<file path="src/hdl/axi_defs.svh">
`ifndef AXI_DEFS_SVH
`define AXI_DEFS_SVH

// Channel field widths
`define AXI_ID_BITS     4
`define AXI_ADDR_BITS   16
`define AXI_DATA_BITS   32
`define AXI_STRB_BITS   4
`define AXI_LEN_BITS    4
`define AXI_SIZE_BITS   3

// Burst size for full 32-bit words
`define AXI_SIZE_WORD   3'b010

// Response codes
`define AXI_RESP_OKAY   2'b00
`define AXI_RESP_SLVERR 2'b10

`endif

</file>
<file path="src/hdl/sram_pkg.sv">
`include "axi_defs.svh"

package sram_pkg;

    localparam int ID_BITS        = `AXI_ID_BITS;
    localparam int ADDR_BITS      = `AXI_ADDR_BITS;
    localparam int DATA_BITS      = `AXI_DATA_BITS;
    localparam int STRB_BITS      = `AXI_STRB_BITS;
    localparam int LEN_BITS       = `AXI_LEN_BITS;
    localparam int SIZE_BITS      = `AXI_SIZE_BITS;
    // Byte address minus the two lane bits
    localparam int WORD_ADDR_BITS = `AXI_ADDR_BITS - 2;
    localparam logic [SIZE_BITS-1:0] SIZE_WORD = `AXI_SIZE_WORD;

    typedef enum logic [1:0] {
        FIXED = 2'b00,
        INCR  = 2'b01,
        WRAP  = 2'b10
    } axi_burst_e;

    typedef enum logic [1:0] {
        OKAY   = `AXI_RESP_OKAY,
        SLVERR = `AXI_RESP_SLVERR
    } axi_resp_e;

    typedef enum logic [2:0] {
        IDLE,
        WRITE,
        WRESP,
        RD_ISSUE,
        RD_DATA
    } ctrl_state_e;

    // Shared by AW and AR
    typedef struct packed {
        logic [ID_BITS-1:0]   id;
        logic [ADDR_BITS-1:0] addr;
        logic [LEN_BITS-1:0]  len;
        logic [SIZE_BITS-1:0] size;
        axi_burst_e           burst;
    } axi_addr_t;

    typedef struct packed {
        logic [DATA_BITS-1:0] data;
        logic [STRB_BITS-1:0] strb;
        logic                 last;
    } axi_w_t;

    typedef struct packed {
        logic [ID_BITS-1:0]   id;
        logic [DATA_BITS-1:0] data;
        axi_resp_e            resp;
        logic                 last;
    } axi_r_t;

    typedef struct packed {
        logic [ID_BITS-1:0] id;
        axi_resp_e          resp;
    } axi_b_t;

    // Byte write enables are active low
    typedef struct packed {
        logic                      cs;
        logic                      oe;
        logic [STRB_BITS-1:0]      web;
        logic [WORD_ADDR_BITS-1:0] addr;
        logic [DATA_BITS-1:0]      wdata;
    } sram_req_t;

endpackage

</file>
<file path="src/hdl/axi_burst_addr.sv">
`timescale 1ns/1ns

module axi_burst_addr #(
    parameter int DEPTH_WORDS = 4096
) (
    input  logic                                  clk,
    input  logic                                  rst,
    input  logic                                  start,
    input  logic                                  step,
    input  sram_pkg::axi_addr_t                   cmd,
    output logic [sram_pkg::WORD_ADDR_BITS-1:0]   word_addr,
    output logic                                  last,
    output logic                                  out_of_range
);

    localparam int WA = sram_pkg::WORD_ADDR_BITS;
    localparam int LB = sram_pkg::LEN_BITS;

    logic [WA-1:0]        addr_q;
    logic [WA-1:0]        next_addr;
    logic [WA-1:0]        wrap_mask;
    logic [LB-1:0]        len_q;
    logic [LB-1:0]        beat_cnt;
    sram_pkg::axi_burst_e burst_q;

    // len+1 is a power of two for WRAP, so len is the low-bit mask
    assign wrap_mask = {{(WA-LB){1'b0}}, len_q};

    always_comb begin
        case (burst_q)
            sram_pkg::FIXED: next_addr = addr_q;
            sram_pkg::WRAP:  next_addr = (addr_q & ~wrap_mask) |
                                         ((addr_q + 1'b1) & wrap_mask);
            default:         next_addr = addr_q + 1'b1;
        endcase
    end

    always_ff @(posedge clk or negedge rst) begin
        if (!rst) begin
            addr_q   <= '0;
            len_q    <= '0;
            beat_cnt <= '0;
            burst_q  <= sram_pkg::INCR;
        end else if (start) begin
            addr_q   <= cmd.addr[sram_pkg::ADDR_BITS-1:2];
            len_q    <= cmd.len;
            beat_cnt <= '0;
            burst_q  <= cmd.burst;
        end else if (step) begin
            addr_q   <= next_addr;
            beat_cnt <= beat_cnt + 1'b1;
        end
    end

    assign word_addr    = addr_q;
    assign last         = (beat_cnt == len_q);
    assign out_of_range = (int'(addr_q) >= DEPTH_WORDS);

    // Wrap blocks must be 2, 4, 8 or 16 beats
    a_wrap_len: assert property (@(posedge clk) disable iff (!rst)
        start && cmd.burst == sram_pkg::WRAP |-> cmd.len inside {4'd1, 4'd3, 4'd7, 4'd15});

    // Only full-word transfers are handled
    a_word_size: assert property (@(posedge clk) disable iff (!rst)
        start |-> cmd.size == sram_pkg::SIZE_WORD);

endmodule

</file>
<file path="config.mk">
export PLATFORM = sky130hd
export DESIGN_NAME = axi_burst_addr
export DESIGN_NICKNAME = d
export VERILOG_FILES = /design/src/hdl/sram_pkg.sv /design/src/hdl/axi_burst_addr.sv
export VERILOG_INCLUDE_DIRS = /design/src /design/src/hdl
export SDC_FILE = /design/constraint.sdc
export NUM_CORES = 1
export LEC_CHECK = 0
export ABC_AREA = 1
export BUFFER_PORTS_ARGS = -buffer_cell sky130_fd_sc_hd__buf_2
export CAP_MARGIN = 20
export CORE_ASPECT_RATIO = 2
export CORE_MARGIN = 5
export CORE_UTILIZATION = 45
export DETAILED_ROUTE_END_ITERATION = 16
export HOLD_SLACK_MARGIN = 0.02
export PLACE_DENSITY = 0.75
export SLEW_MARGIN = 20
export SYNTH_ARGS = -nofsm -noshare
export SYNTH_HDL_FRONTEND = slang
export SYNTH_SLANG_ARGS = --single-unit
</file>
<file path="constraint.sdc">
create_clock -name clk -period 1.29 [get_ports clk]
set_clock_uncertainty 0.15 [all_clocks]
set_input_delay 0.129 -clock clk [delete_from_list [all_inputs] [get_ports clk]]
set_output_delay 0.129 -clock clk [all_outputs]
set_load 0.1 [all_outputs]
</file>
==> flow_summary.toml <==
[drt]
vias = 2338
route.detailed.drc = 0
totalWireLength_mm = 9.56
drt-initial-drc-count = 208
via_per_inst = 6.51
dr.pass1.iters = 5
wire_per_inst_um = 26.6
ant_nets = 0

[die]
die_area_um2 = 4660
dieWidth_um = 50.8
rows = 29
start_util = 0.470
die_y_um = 91.7
io_pins = 49
core_um2 = 3190

[global_route]
grt-ovfl-total = 0
grt_pass1_wl_mm = 9.71
grt_use_total = 0.264
grt_max_degree = 25
grt_pass1_vias = 2099
grt_antenna_before_repair = 0

[logic_synthesis]
synth_top_cell_area_share = 0.383
syn_avg_cell_area_um2 = 7.12
synthXorXnorAreaFrac = 0.0117
yosys-top-cells-count = "nand2_1, nor2_1, dfrtp_1, inv_1, a21oi_1"
yosysMostFrequentCell = "nand2_1"
yosysTopAreaCell = "dfrtp_1"
synth_compound_area_frac = 0.177
synth_enable_flop_cells = 0
synth_mux_area_frac = 0
async_flop_share = 1.00
synth_top_family_by_area = "simple AND/OR/NAND/NOR gates"
yosys-top-cells-area = "dfrtp_1, nand2_1, nor2_1, a21oi_1, inv_1"
ys_ff_latch = 24
netlist_instances = 211
synth_cell_types = 31
syn_nets = 246
synth_warnings = 0
synth_seq_area_share = 0.401
synth-main-ff-cell = "dfrtp_1"
synth.cell_area_um2 = 1500
synthSimpleGateAreaFrac = 0.312
synthAdderAreaFrac = 0.0167

[critical_path]
critPathCapture = "last"
crit_type = "reg2out"
path_cells = "inv_1 -> nand2_1 -> nand4_1 -> a221oi_4 -> buf_12"
critical_path.startpoint = "len_q[2]$_DFFE_PN0P_"
worstSetupEndpointType = "output port"
timing.rr.start = "word_addr[0]$_DFFE_PN0P_"
r2r_cells = 7
r2r-end = "word_addr[8]$_DFFE_PN0P_"
r2r_slack_ns = -0.46
cp-start-kind = "register"
crit_path_max_fanout = 3
crit_family = "flip-flops"
critPathBufInv = 2
cp.required_ns = 1.01
slowest_delay_ns = 0.40
path_depth = 5
critPathSlowestCell = "dfrtp_1"
cp.arrival_ns = 1.59

[timing]
hold_viol = 0
hold-worst-slack_ns = 0.0559
fmax_mhz = 536
drv_slew = 0
max_slew_margin = 0.605
fin_ws_ns = -0.576
tightest_slew_ns = 0.593
fin_tns_setup_ns = -5.72
rsz0062_at_grt = "true"
setup_violations = 30
final.period_utilization = 1.45
finalCriticalPeriod_ns = 1.87

[finish]
synthToLayoutAreaGrowth_pct = 108
antenna_cells = 0
multi_input_area_um2 = 1110
fin_nets = 364
regArea_um2 = 654
n_fill_cell = 42
postLayoutCoreUtil = 0.978
drive_gt1_frac = 0.585

[power]
p_seq_frac = 0.262
p_int_w = 0.00219
clockPowerShare = 0.118
finalPower_w = 0.00416
p_leak_nw = 1.44
p_sw_frac = 0.475
ir_drop_mv = 1.19
p_sw_w = 0.00198
combPwrFrac = 0.620
power-per-cell-area_nw_per_um2 = 1330

[place]
dp.final_hpwl_mm = 3.59
port_buffers = 39
pre_cts_ws_ns = -0.170
gp_congestion = 0.915

[clock_network]
cts_tree = "done"
path_clk_slew_ns = 0.10
cts-root-buf = "clkbuf_8"
cts.sinks = 24
htree_levels = 1
cts_buffers = 3
cts_buffer_depth = 2
clk_latency_ns = 0.28

[worst_hold_path]
worstHoldStart = "step"
hp-class = "in2reg"

[run_status]
status = "finished, violations left"
violations = "setup timing"

[flow_run]
maxCapViolations = 0
layout make-up:
class	instances	area share
Tap cell	31	0.0124
Sequential cell	24	0.209
Clock buffer	4	0.0144
Inverter	25	0.0356
Multi-Input combinational cell	158	0.356
Timing Repair Buffer	117	0.372
tightest hold or removal path, stage by stage:
cell     delay [ns]
buf_2          0.17
nand3_2        0.08
o21ai_1        0.05
cells in the final DEF (no fill, tap or decap), types with 4 or more instances in the layout:
master / n
nand2_4: 8
buf_4: 37
inv_2: 5
nand2_2: 9
nor2_1: 28
a21oi_2: 11
nor2_4: 5
nand2_1: 29
a21oi_1: 12
o21ai_1: 9
buf_12: 17
buf_6: 24
dlygate4sd3_1: 16
nand3_2: 10
nand4_1: 4
nand3_1: 4
buf_2: 23
dfrtp_1: 9
inv_1: 15
dfrtp_4: 14
routing by layer:
| layer | track usage | up-vias | routed length, um |
|---|---|---|---|
| li1 | - | 928 | - |
| met1 | 0.283 | 1099 | 2980 |
| met2 | 0.487 | 221 | 5010 |
| met3 | 0.0244 | 90 | 803 |
| met4 | 0.128 | 0 | 758 |
| met5 | 0 | - | 0 |
power groups by stage:
stage               clock network (W)  registers (W)  logic (W)
floorplan                           0        0.00165   0.000480
global placement                    0        0.00108    0.00177
detailed placement                  0        0.00109    0.00179
CTS                          0.000476        0.00108    0.00213
global route                 0.000511        0.00109    0.00264
finish                       0.000492        0.00109    0.00258
metrics by stage:
| stage | area, um^2 | cells |
|---|---|---|
| finish | 3120 | 359 |
| global route | 3120 | 359 |
| CTS | 2840 | 344 |
| detailed placement | 2330 | 307 |
| global placement | 2330 | 307 |
| floorplan | 1660 | 211 |
worst min path at each step:
stage | to | cells past startpoint
3_3_place_gp | async pin | 1
4_1_cts | word_addr[9]$_DFFE_PN0P_ | 3
6_report | beat_cnt[1]$_DFFE_PN0P_ | 3
5_1_grt | word_addr[9]$_DFFE_PN0P_ | 3
2_1_floorplan | beat_cnt[0]$_DFFE_PN0P_ | 0
3_5_place_dp | len_q[2]$_DFFE_PN0P_ | 1
cells by family after synthesis:
kind of cell | count (synthesis)
AOI/OAI and AO/OA | 46
DFF | 24
xor gates and xnor gates | 2
adders and majority gates | 2
and+or+nand+nor | 108
buffers and inverters | 29
what timing repair did:
item	in CTS	in global routing
pin swaps	11	19
hold endpoints to repair	38	0
setup endpoints to repair	26	29
hold buffers	16	0
setup buffers	17	20
gates resized for setup	50	48
No activity file was read; power rests on OpenSTA's default activity.
