===== src/hdl/axi_defs.svh =====
`ifndef AXI_DEFS_SVH
`define AXI_DEFS_SVH

// Channel field widths
`define AXI_ID_BITS     4
`define AXI_ADDR_BITS   16
`define AXI_DATA_BITS   32
`define AXI_STRB_BITS   4
`define AXI_LEN_BITS    4
`define AXI_SIZE_BITS   3

// Burst size for full 32-bit words
`define AXI_SIZE_WORD   3'b010

// Response codes
`define AXI_RESP_OKAY   2'b00
`define AXI_RESP_SLVERR 2'b10

`endif


===== src/hdl/sram_pkg.sv =====
`include "axi_defs.svh"

package sram_pkg;

    localparam int ID_BITS        = `AXI_ID_BITS;
    localparam int ADDR_BITS      = `AXI_ADDR_BITS;
    localparam int DATA_BITS      = `AXI_DATA_BITS;
    localparam int STRB_BITS      = `AXI_STRB_BITS;
    localparam int LEN_BITS       = `AXI_LEN_BITS;
    localparam int SIZE_BITS      = `AXI_SIZE_BITS;
    // Byte address minus the two lane bits
    localparam int WORD_ADDR_BITS = `AXI_ADDR_BITS - 2;
    localparam logic [SIZE_BITS-1:0] SIZE_WORD = `AXI_SIZE_WORD;

    typedef enum logic [1:0] {
        FIXED = 2'b00,
        INCR  = 2'b01,
        WRAP  = 2'b10
    } axi_burst_e;

    typedef enum logic [1:0] {
        OKAY   = `AXI_RESP_OKAY,
        SLVERR = `AXI_RESP_SLVERR
    } axi_resp_e;

    typedef enum logic [2:0] {
        IDLE,
        WRITE,
        WRESP,
        RD_ISSUE,
        RD_DATA
    } ctrl_state_e;

    // Shared by AW and AR
    typedef struct packed {
        logic [ID_BITS-1:0]   id;
        logic [ADDR_BITS-1:0] addr;
        logic [LEN_BITS-1:0]  len;
        logic [SIZE_BITS-1:0] size;
        axi_burst_e           burst;
    } axi_addr_t;

    typedef struct packed {
        logic [DATA_BITS-1:0] data;
        logic [STRB_BITS-1:0] strb;
        logic                 last;
    } axi_w_t;

    typedef struct packed {
        logic [ID_BITS-1:0]   id;
        logic [DATA_BITS-1:0] data;
        axi_resp_e            resp;
        logic                 last;
    } axi_r_t;

    typedef struct packed {
        logic [ID_BITS-1:0] id;
        axi_resp_e          resp;
    } axi_b_t;

    // Byte write enables are active low
    typedef struct packed {
        logic                      cs;
        logic                      oe;
        logic [STRB_BITS-1:0]      web;
        logic [WORD_ADDR_BITS-1:0] addr;
        logic [DATA_BITS-1:0]      wdata;
    } sram_req_t;

endpackage


===== src/hdl/axi_sram_ctrl.sv =====
`timescale 1ns/1ns

module axi_sram_ctrl (
    input  logic                                  clk,
    input  logic                                  rst,
    // AW
    input  sram_pkg::axi_addr_t                   aw,
    input  logic                                  aw_valid,
    output logic                                  aw_ready,
    // W
    input  sram_pkg::axi_w_t                      w,
    input  logic                                  w_valid,
    output logic                                  w_ready,
    // B
    output sram_pkg::axi_b_t                      b,
    output logic                                  b_valid,
    input  logic                                  b_ready,
    // AR
    input  sram_pkg::axi_addr_t                   ar,
    input  logic                                  ar_valid,
    output logic                                  ar_ready,
    // R
    output sram_pkg::axi_r_t                      r,
    output logic                                  r_valid,
    input  logic                                  r_ready,
    // Address generator
    output logic                                  start,
    output logic                                  step,
    output sram_pkg::axi_addr_t                   cmd,
    input  logic [sram_pkg::WORD_ADDR_BITS-1:0]   word_addr,
    input  logic                                  last,
    input  logic                                  out_of_range,
    // SRAM
    output sram_pkg::sram_req_t                   req,
    input  logic [sram_pkg::DATA_BITS-1:0]        rdata
);

    sram_pkg::ctrl_state_e state;
    sram_pkg::ctrl_state_e next_state;

    logic [sram_pkg::ID_BITS-1:0] id_q;
    logic                         err_q;
    logic                         r_last_q;
    logic                         r_oor_q;
    logic                         w_hs;
    logic                         issue_rd;

    assign w_hs = w_valid & w_ready;

    // Write wins when both address channels are valid
    assign cmd = aw_valid ? aw : ar;

    always_comb begin
        next_state = state;
        aw_ready   = 1'b0;
        ar_ready   = 1'b0;
        w_ready    = 1'b0;
        b_valid    = 1'b0;
        r_valid    = 1'b0;
        start      = 1'b0;
        issue_rd   = 1'b0;
        case (state)
            sram_pkg::IDLE: begin
                aw_ready = 1'b1;
                ar_ready = ~aw_valid;
                if (aw_valid) begin
                    start      = 1'b1;
                    next_state = sram_pkg::WRITE;
                end else if (ar_valid) begin
                    start      = 1'b1;
                    next_state = sram_pkg::RD_ISSUE;
                end
            end
            sram_pkg::WRITE: begin
                w_ready = 1'b1;
                if (w_valid && w.last) begin
                    next_state = sram_pkg::WRESP;
                end
            end
            sram_pkg::WRESP: begin
                b_valid = 1'b1;
                if (b_ready) begin
                    next_state = sram_pkg::IDLE;
                end
            end
            sram_pkg::RD_ISSUE: begin
                issue_rd   = 1'b1;
                next_state = sram_pkg::RD_DATA;
            end
            sram_pkg::RD_DATA: begin
                r_valid = 1'b1;
                if (r_ready) begin
                    if (r_last_q) begin
                        next_state = sram_pkg::IDLE;
                    end else begin
                        // Next beat's read goes out with this transfer
                        issue_rd = 1'b1;
                    end
                end
            end
            default: next_state = sram_pkg::IDLE;
        endcase
    end

    // Address moves on after every write beat and every read issue
    assign step = w_hs | issue_rd;

    always_comb begin
        req.cs    = w_hs | issue_rd;
        req.oe    = issue_rd;
        req.web   = (w_hs && !out_of_range) ? ~w.strb : '1;
        req.addr  = word_addr;
        req.wdata = w.data;
    end

    always_ff @(posedge clk or negedge rst) begin
        if (!rst) begin
            state    <= sram_pkg::IDLE;
            err_q    <= 1'b0;
            r_last_q <= 1'b0;
            r_oor_q  <= 1'b0;
        end else begin
            state <= next_state;
            if (start) begin
                err_q <= 1'b0;
            end else if (w_hs && out_of_range) begin
                err_q <= 1'b1;
            end
            // Flags follow the beat whose read was just issued
            if (issue_rd) begin
                r_last_q <= last;
                r_oor_q  <= out_of_range;
            end
        end
    end

    always_ff @(posedge clk) begin
        if (start) begin
            id_q <= cmd.id;
        end
    end

    always_comb begin
        b.id   = id_q;
        b.resp = err_q ? sram_pkg::SLVERR : sram_pkg::OKAY;
        r.id   = id_q;
        r.data = r_oor_q ? '0 : rdata;
        r.resp = r_oor_q ? sram_pkg::SLVERR : sram_pkg::OKAY;
        r.last = r_last_q;
    end

    a_r_hold: assert property (@(posedge clk) disable iff (!rst)
        r_valid && !r_ready |=> r_valid && $stable(r));

    a_rb_excl: assert property (@(posedge clk) disable iff (!rst)
        !(r_valid && b_valid));

endmodule


===== config.mk =====
export PLATFORM = sky130hd
export DESIGN_NAME = axi_sram_ctrl
export DESIGN_NICKNAME = d
export VERILOG_FILES = /design/src/hdl/sram_pkg.sv /design/src/hdl/axi_sram_ctrl.sv
export VERILOG_INCLUDE_DIRS = /design/src /design/src/hdl
export SDC_FILE = /design/constraint.sdc
export NUM_CORES = 1
export LEC_CHECK = 0
export ABC_AREA = 1
export BUFFER_PORTS_ARGS = -buffer_cell sky130_fd_sc_hd__buf_2
export CORE_AREA = 4 4 108 110
export DETAILED_ROUTE_END_ITERATION = 6
export DIE_AREA = 0 0 112 114
export GPL_TIMING_DRIVEN = 0
export SLEW_MARGIN = 30
export SYNTH_ARGS = -nofsm -noshare
export SYNTH_HDL_FRONTEND = slang
export SYNTH_SLANG_ARGS = --single-unit

===== constraint.sdc =====
create_clock -name clk -period 1.5 [get_ports clk]
set_input_delay 0.3 -clock clk [delete_from_list [all_inputs] [get_ports clk]]
set_output_delay 0.3 -clock clk [all_outputs]
set_load 0.05 [all_outputs]

==> out/results.tsv <==
stage	metric	value	unit
setup_path	cell count along the critical path	6	
logic_synthesis	sequential-to-total area share from yosys stat	17.1	%
setup_path	CP top delay family	flip-flops	
global_route	Total Routing Usage GR	10.6	%
worst_hold_path	worst hold path class	input pin to register	
run_status	outcome	finished, violations left	
floorplanning	row count	38	
global_route	vias in the first global route	2299	
routing	number of vias per cell	3.66	
layout	Layout Cells excl Fill	675	
routing	DRT iter0 DRCs	37	
place	GP Congestion	0.722	
floorplanning	Core Box Area	10700	um2
clocking	H-tree depth	1	
logic_synthesis	warnings from Yosys	0	
pwr	leakage power	2.26	nW
pwr	Peak VDD IR	0.000890	V
setup_path	Worst Path Buf+Inv	2	
global_route	initial antenna violation count	0	
routing	DR DRC count	0	
routing	final WL	7920	um
routing	Post-DRT Antenna Nets	0	
place	HPWL Detailed	6590	um
global_route	global-route wire length before repair	11000	um
layout	Fill cells	1169	
sta	fin crit share	121	%
floorplanning	# IOs	283	
global_route	final global-route overflow total	0	
layout	cell area after layout	3630	um2
logic_synthesis	Synth Instances	282	
layout	layout cell share with drive strength beyond 1	69.7	%
setup_path	Arrival @ worst endpoint	1.51	ns
logic_synthesis	distinct cell type count after synthesis	23	
clocking	Clock Path Buffers	2	
setup_path	max incr delay on CP	0.46	ns
logic_synthesis	Mean Syn Cell Area	5.60	um2
sta	Setup-failing EPs final	12	
setup_path	slowest CP cell	dfrtp_2	
logic_synthesis	Mapped Area	1580	um2
place	dpl cell area	3010	um2
sta	Fin Clk Skew	0.00555	ns
clocking	TritonCTS Buffers	3	
setup_path	critical-path cell list	nor2_4 -> nand3_4 -> o21ai_4 -> or2_4 -> buf_6 -> buf_8	
place	PortBufs	233	
layout	Area growth, synth to finish	130	%
global_route	largest net degree at the start of global routing	11	
floorplanning	initial core utilization	14.8	%
sta	Hold Vio Cnt, Final	0	
place	dpl cells	656	
setup_path	Crit path required time	1.20	ns
routing	Vias	2469	
sta	final worst slack	-0.312	ns
clocking	CTS tree	built	
floorplanning	area of the die	12800	um2
logic_synthesis	post-synth top area share	27.6	%
run_status	failing checks	negative setup slack	
floorplanning	die width	112	um
sta	fin crit period	1.81	ns
setup_path	Setup crit start kind	register	
routing	Pre-Repair DR Iteration Count	4	
worst_hold_path	WHS Path Cells	3	
floorplanning	Die H	114	um
layout	Net count, final	686	
pwr	Tot Pwr	5.91	mW
setup_path	CP endpoint kind	primary output	
routing	drt wl/cell	11.7	um
clocking	Sink Count	10	
clocking	clk_lat worst skew	0.24	ns
flow_run	Max Cap Violations	0	
pwr	PwrDens	1630	nW/um2
sta	RSZ-0062 raised after global routing	yes	
logic_synthesis	top cells by area, synth	buf_4, nand2_1, inv_1	
clocking	Root Driver	clkbuf_8	
logic_synthesis	cell taking the most area after synthesis	buf_4	
logic_synthesis	Yosys reg bits	10	
setup_path	CP max FO	5	
setup_path	WS Path Type	register to primary output	
sta	fmax	552	MHz
layout	Ant. Diodes	0	
clocking	clk slew on worst S/H paths	0.06	ns
sta	Final Slew Violations	0	
setup_path	worst r2r path cells	5	
==> final cells by class <==
type                       instances  area (um2)  area share (%)
inverter                          44         175            4.82
buffer                            66         509            14.0
multi-input combinational        161         820            22.6
tap                              140         175            4.82
clock buffer                       4        55.1            1.52
timing repair buffer             250        1620            44.7
sequential                        10         275            7.58
==> final timing paths <==
check	startpoint	to	slack, ns
min reg2reg	err_q	err_q	0.54
max in group asynchronous	rst	state[0]	0.89
max	state[1]	req[51]	-0.31
min in group asynchronous	rst	err_q	0.43
max reg2reg	state[2]	id_q[1]	0.07
min	last	r_last_q	0.29
==> where the power goes <==
part	switching (mW)	leakage, nW	total (mW)	internal, mW
Sequential	0.123	0.109	0.535	0.412
Clock	0.116	0.0288	0.347	0.231
Combinational	3.26	2.12	5.03	1.77
Total	3.50	2.26	5.91	2.41
==> registers in the layout, summed over array words and instances (netlist names) <==
name,cells
id_q,4
state,3
err_q,1
r_last_q,1
r_oor_q,1
==> worst reg2reg max path: cells and delay by family, from the launching register on <==
kind / cells / cell delay [ns]
buffers and inverters: 2 / 0.31
and+or+nand+nor: 3 / 0.38
DFF: 1 / 0.45
==> routing by layer <==
layer | GRT usage [%] | routed length [um] | vias to the layer above
met3 | 3.77 | 955 | 6
met5 | 0 | 0 | -
met1 | 11.1 | 2590 | 1039
met2 | 20.6 | 4320 | 166
li1 | - | - | 1258
met4 | 1.92 | 55 | 0
==> cell families (layout without fill, tap and decap cells) <==
kind of cell	count (synthesis)	after routing	share of synthesized area (%)
AND/OR/NAND/NOR	152	152	38.6
AO/OA/AOI/OAI	7	7	3.33
buffers and inverters	112	364	40.7
other	1	2	0.237
flip-flops	10	10	17.1
==> cell usage after synthesis <==
cell type / count
a21oi_2: 1
buf_2: 4
buf_4: 58
clkbuf_1: 6
conb_1: 1
dfrtp_1: 6
edfxtp_1: 4
inv_1: 41
inv_2: 3
nand2_1: 102
nand2_2: 1
nand2_4: 1
nand3_1: 5
nand3_2: 1
nand4_1: 1
nor2_1: 37
nor2_2: 2
nor2_4: 1
o21ai_0: 2
o21ai_1: 2
o21ai_4: 1
o21bai_1: 1
or2_1: 1
==> placed cells by master (no fill, tap or decap) <==
cell type and count:
nor2_4 6, buf_8 11, o21ai_0 2, dfrtp_1 2, clkinv_4 1, buf_2 172
clkbuf_4 5, nor2_1 9, dlygate4sd3_1 1, nand2_2 6, o21ai_1 2, nand3_1 5
or2_4 1, nor2_2 25, nand2_1 94, dfrtp_2 4, nand3_4 1, nand2_4 3
o21ai_4 1, clkbuf_8 4, a21oi_2 1, nand2_8 1, inv_1 39, nand4_1 1
o21bai_1 1, edfxtp_1 4, clkbuf_2 1, inv_4 2, buf_6 29, conb_1 2
inv_2 2, buf_4 97
==> metrics by stage <==
step                setup TNS, ns  setup WS [ns]  util [%]  hold slack, ns
floorplan                   -2.63         -0.168         -         0.00441
global placement            -5.68         -0.281      28.1           0.143
detailed placement          -5.90         -0.281      28.1           0.145
CTS                         -3.32         -0.345      32.2           0.268
global route                -3.02         -0.388      34.0           0.308
finish                      -2.31         -0.312      34.0           0.292
==> what timing repair did <==
action / CTS / global route
endpoints found under the setup margin: 72 / 61
setup buffers: 9 / 7
hold buffers: 1 / 0
gates resized for setup: 108 / 51
gates cloned: 0 / 1
pin swaps: 6 / 9
endpoints found under the hold margin: 6 / 0
Power figures use the tool's default switching activity.
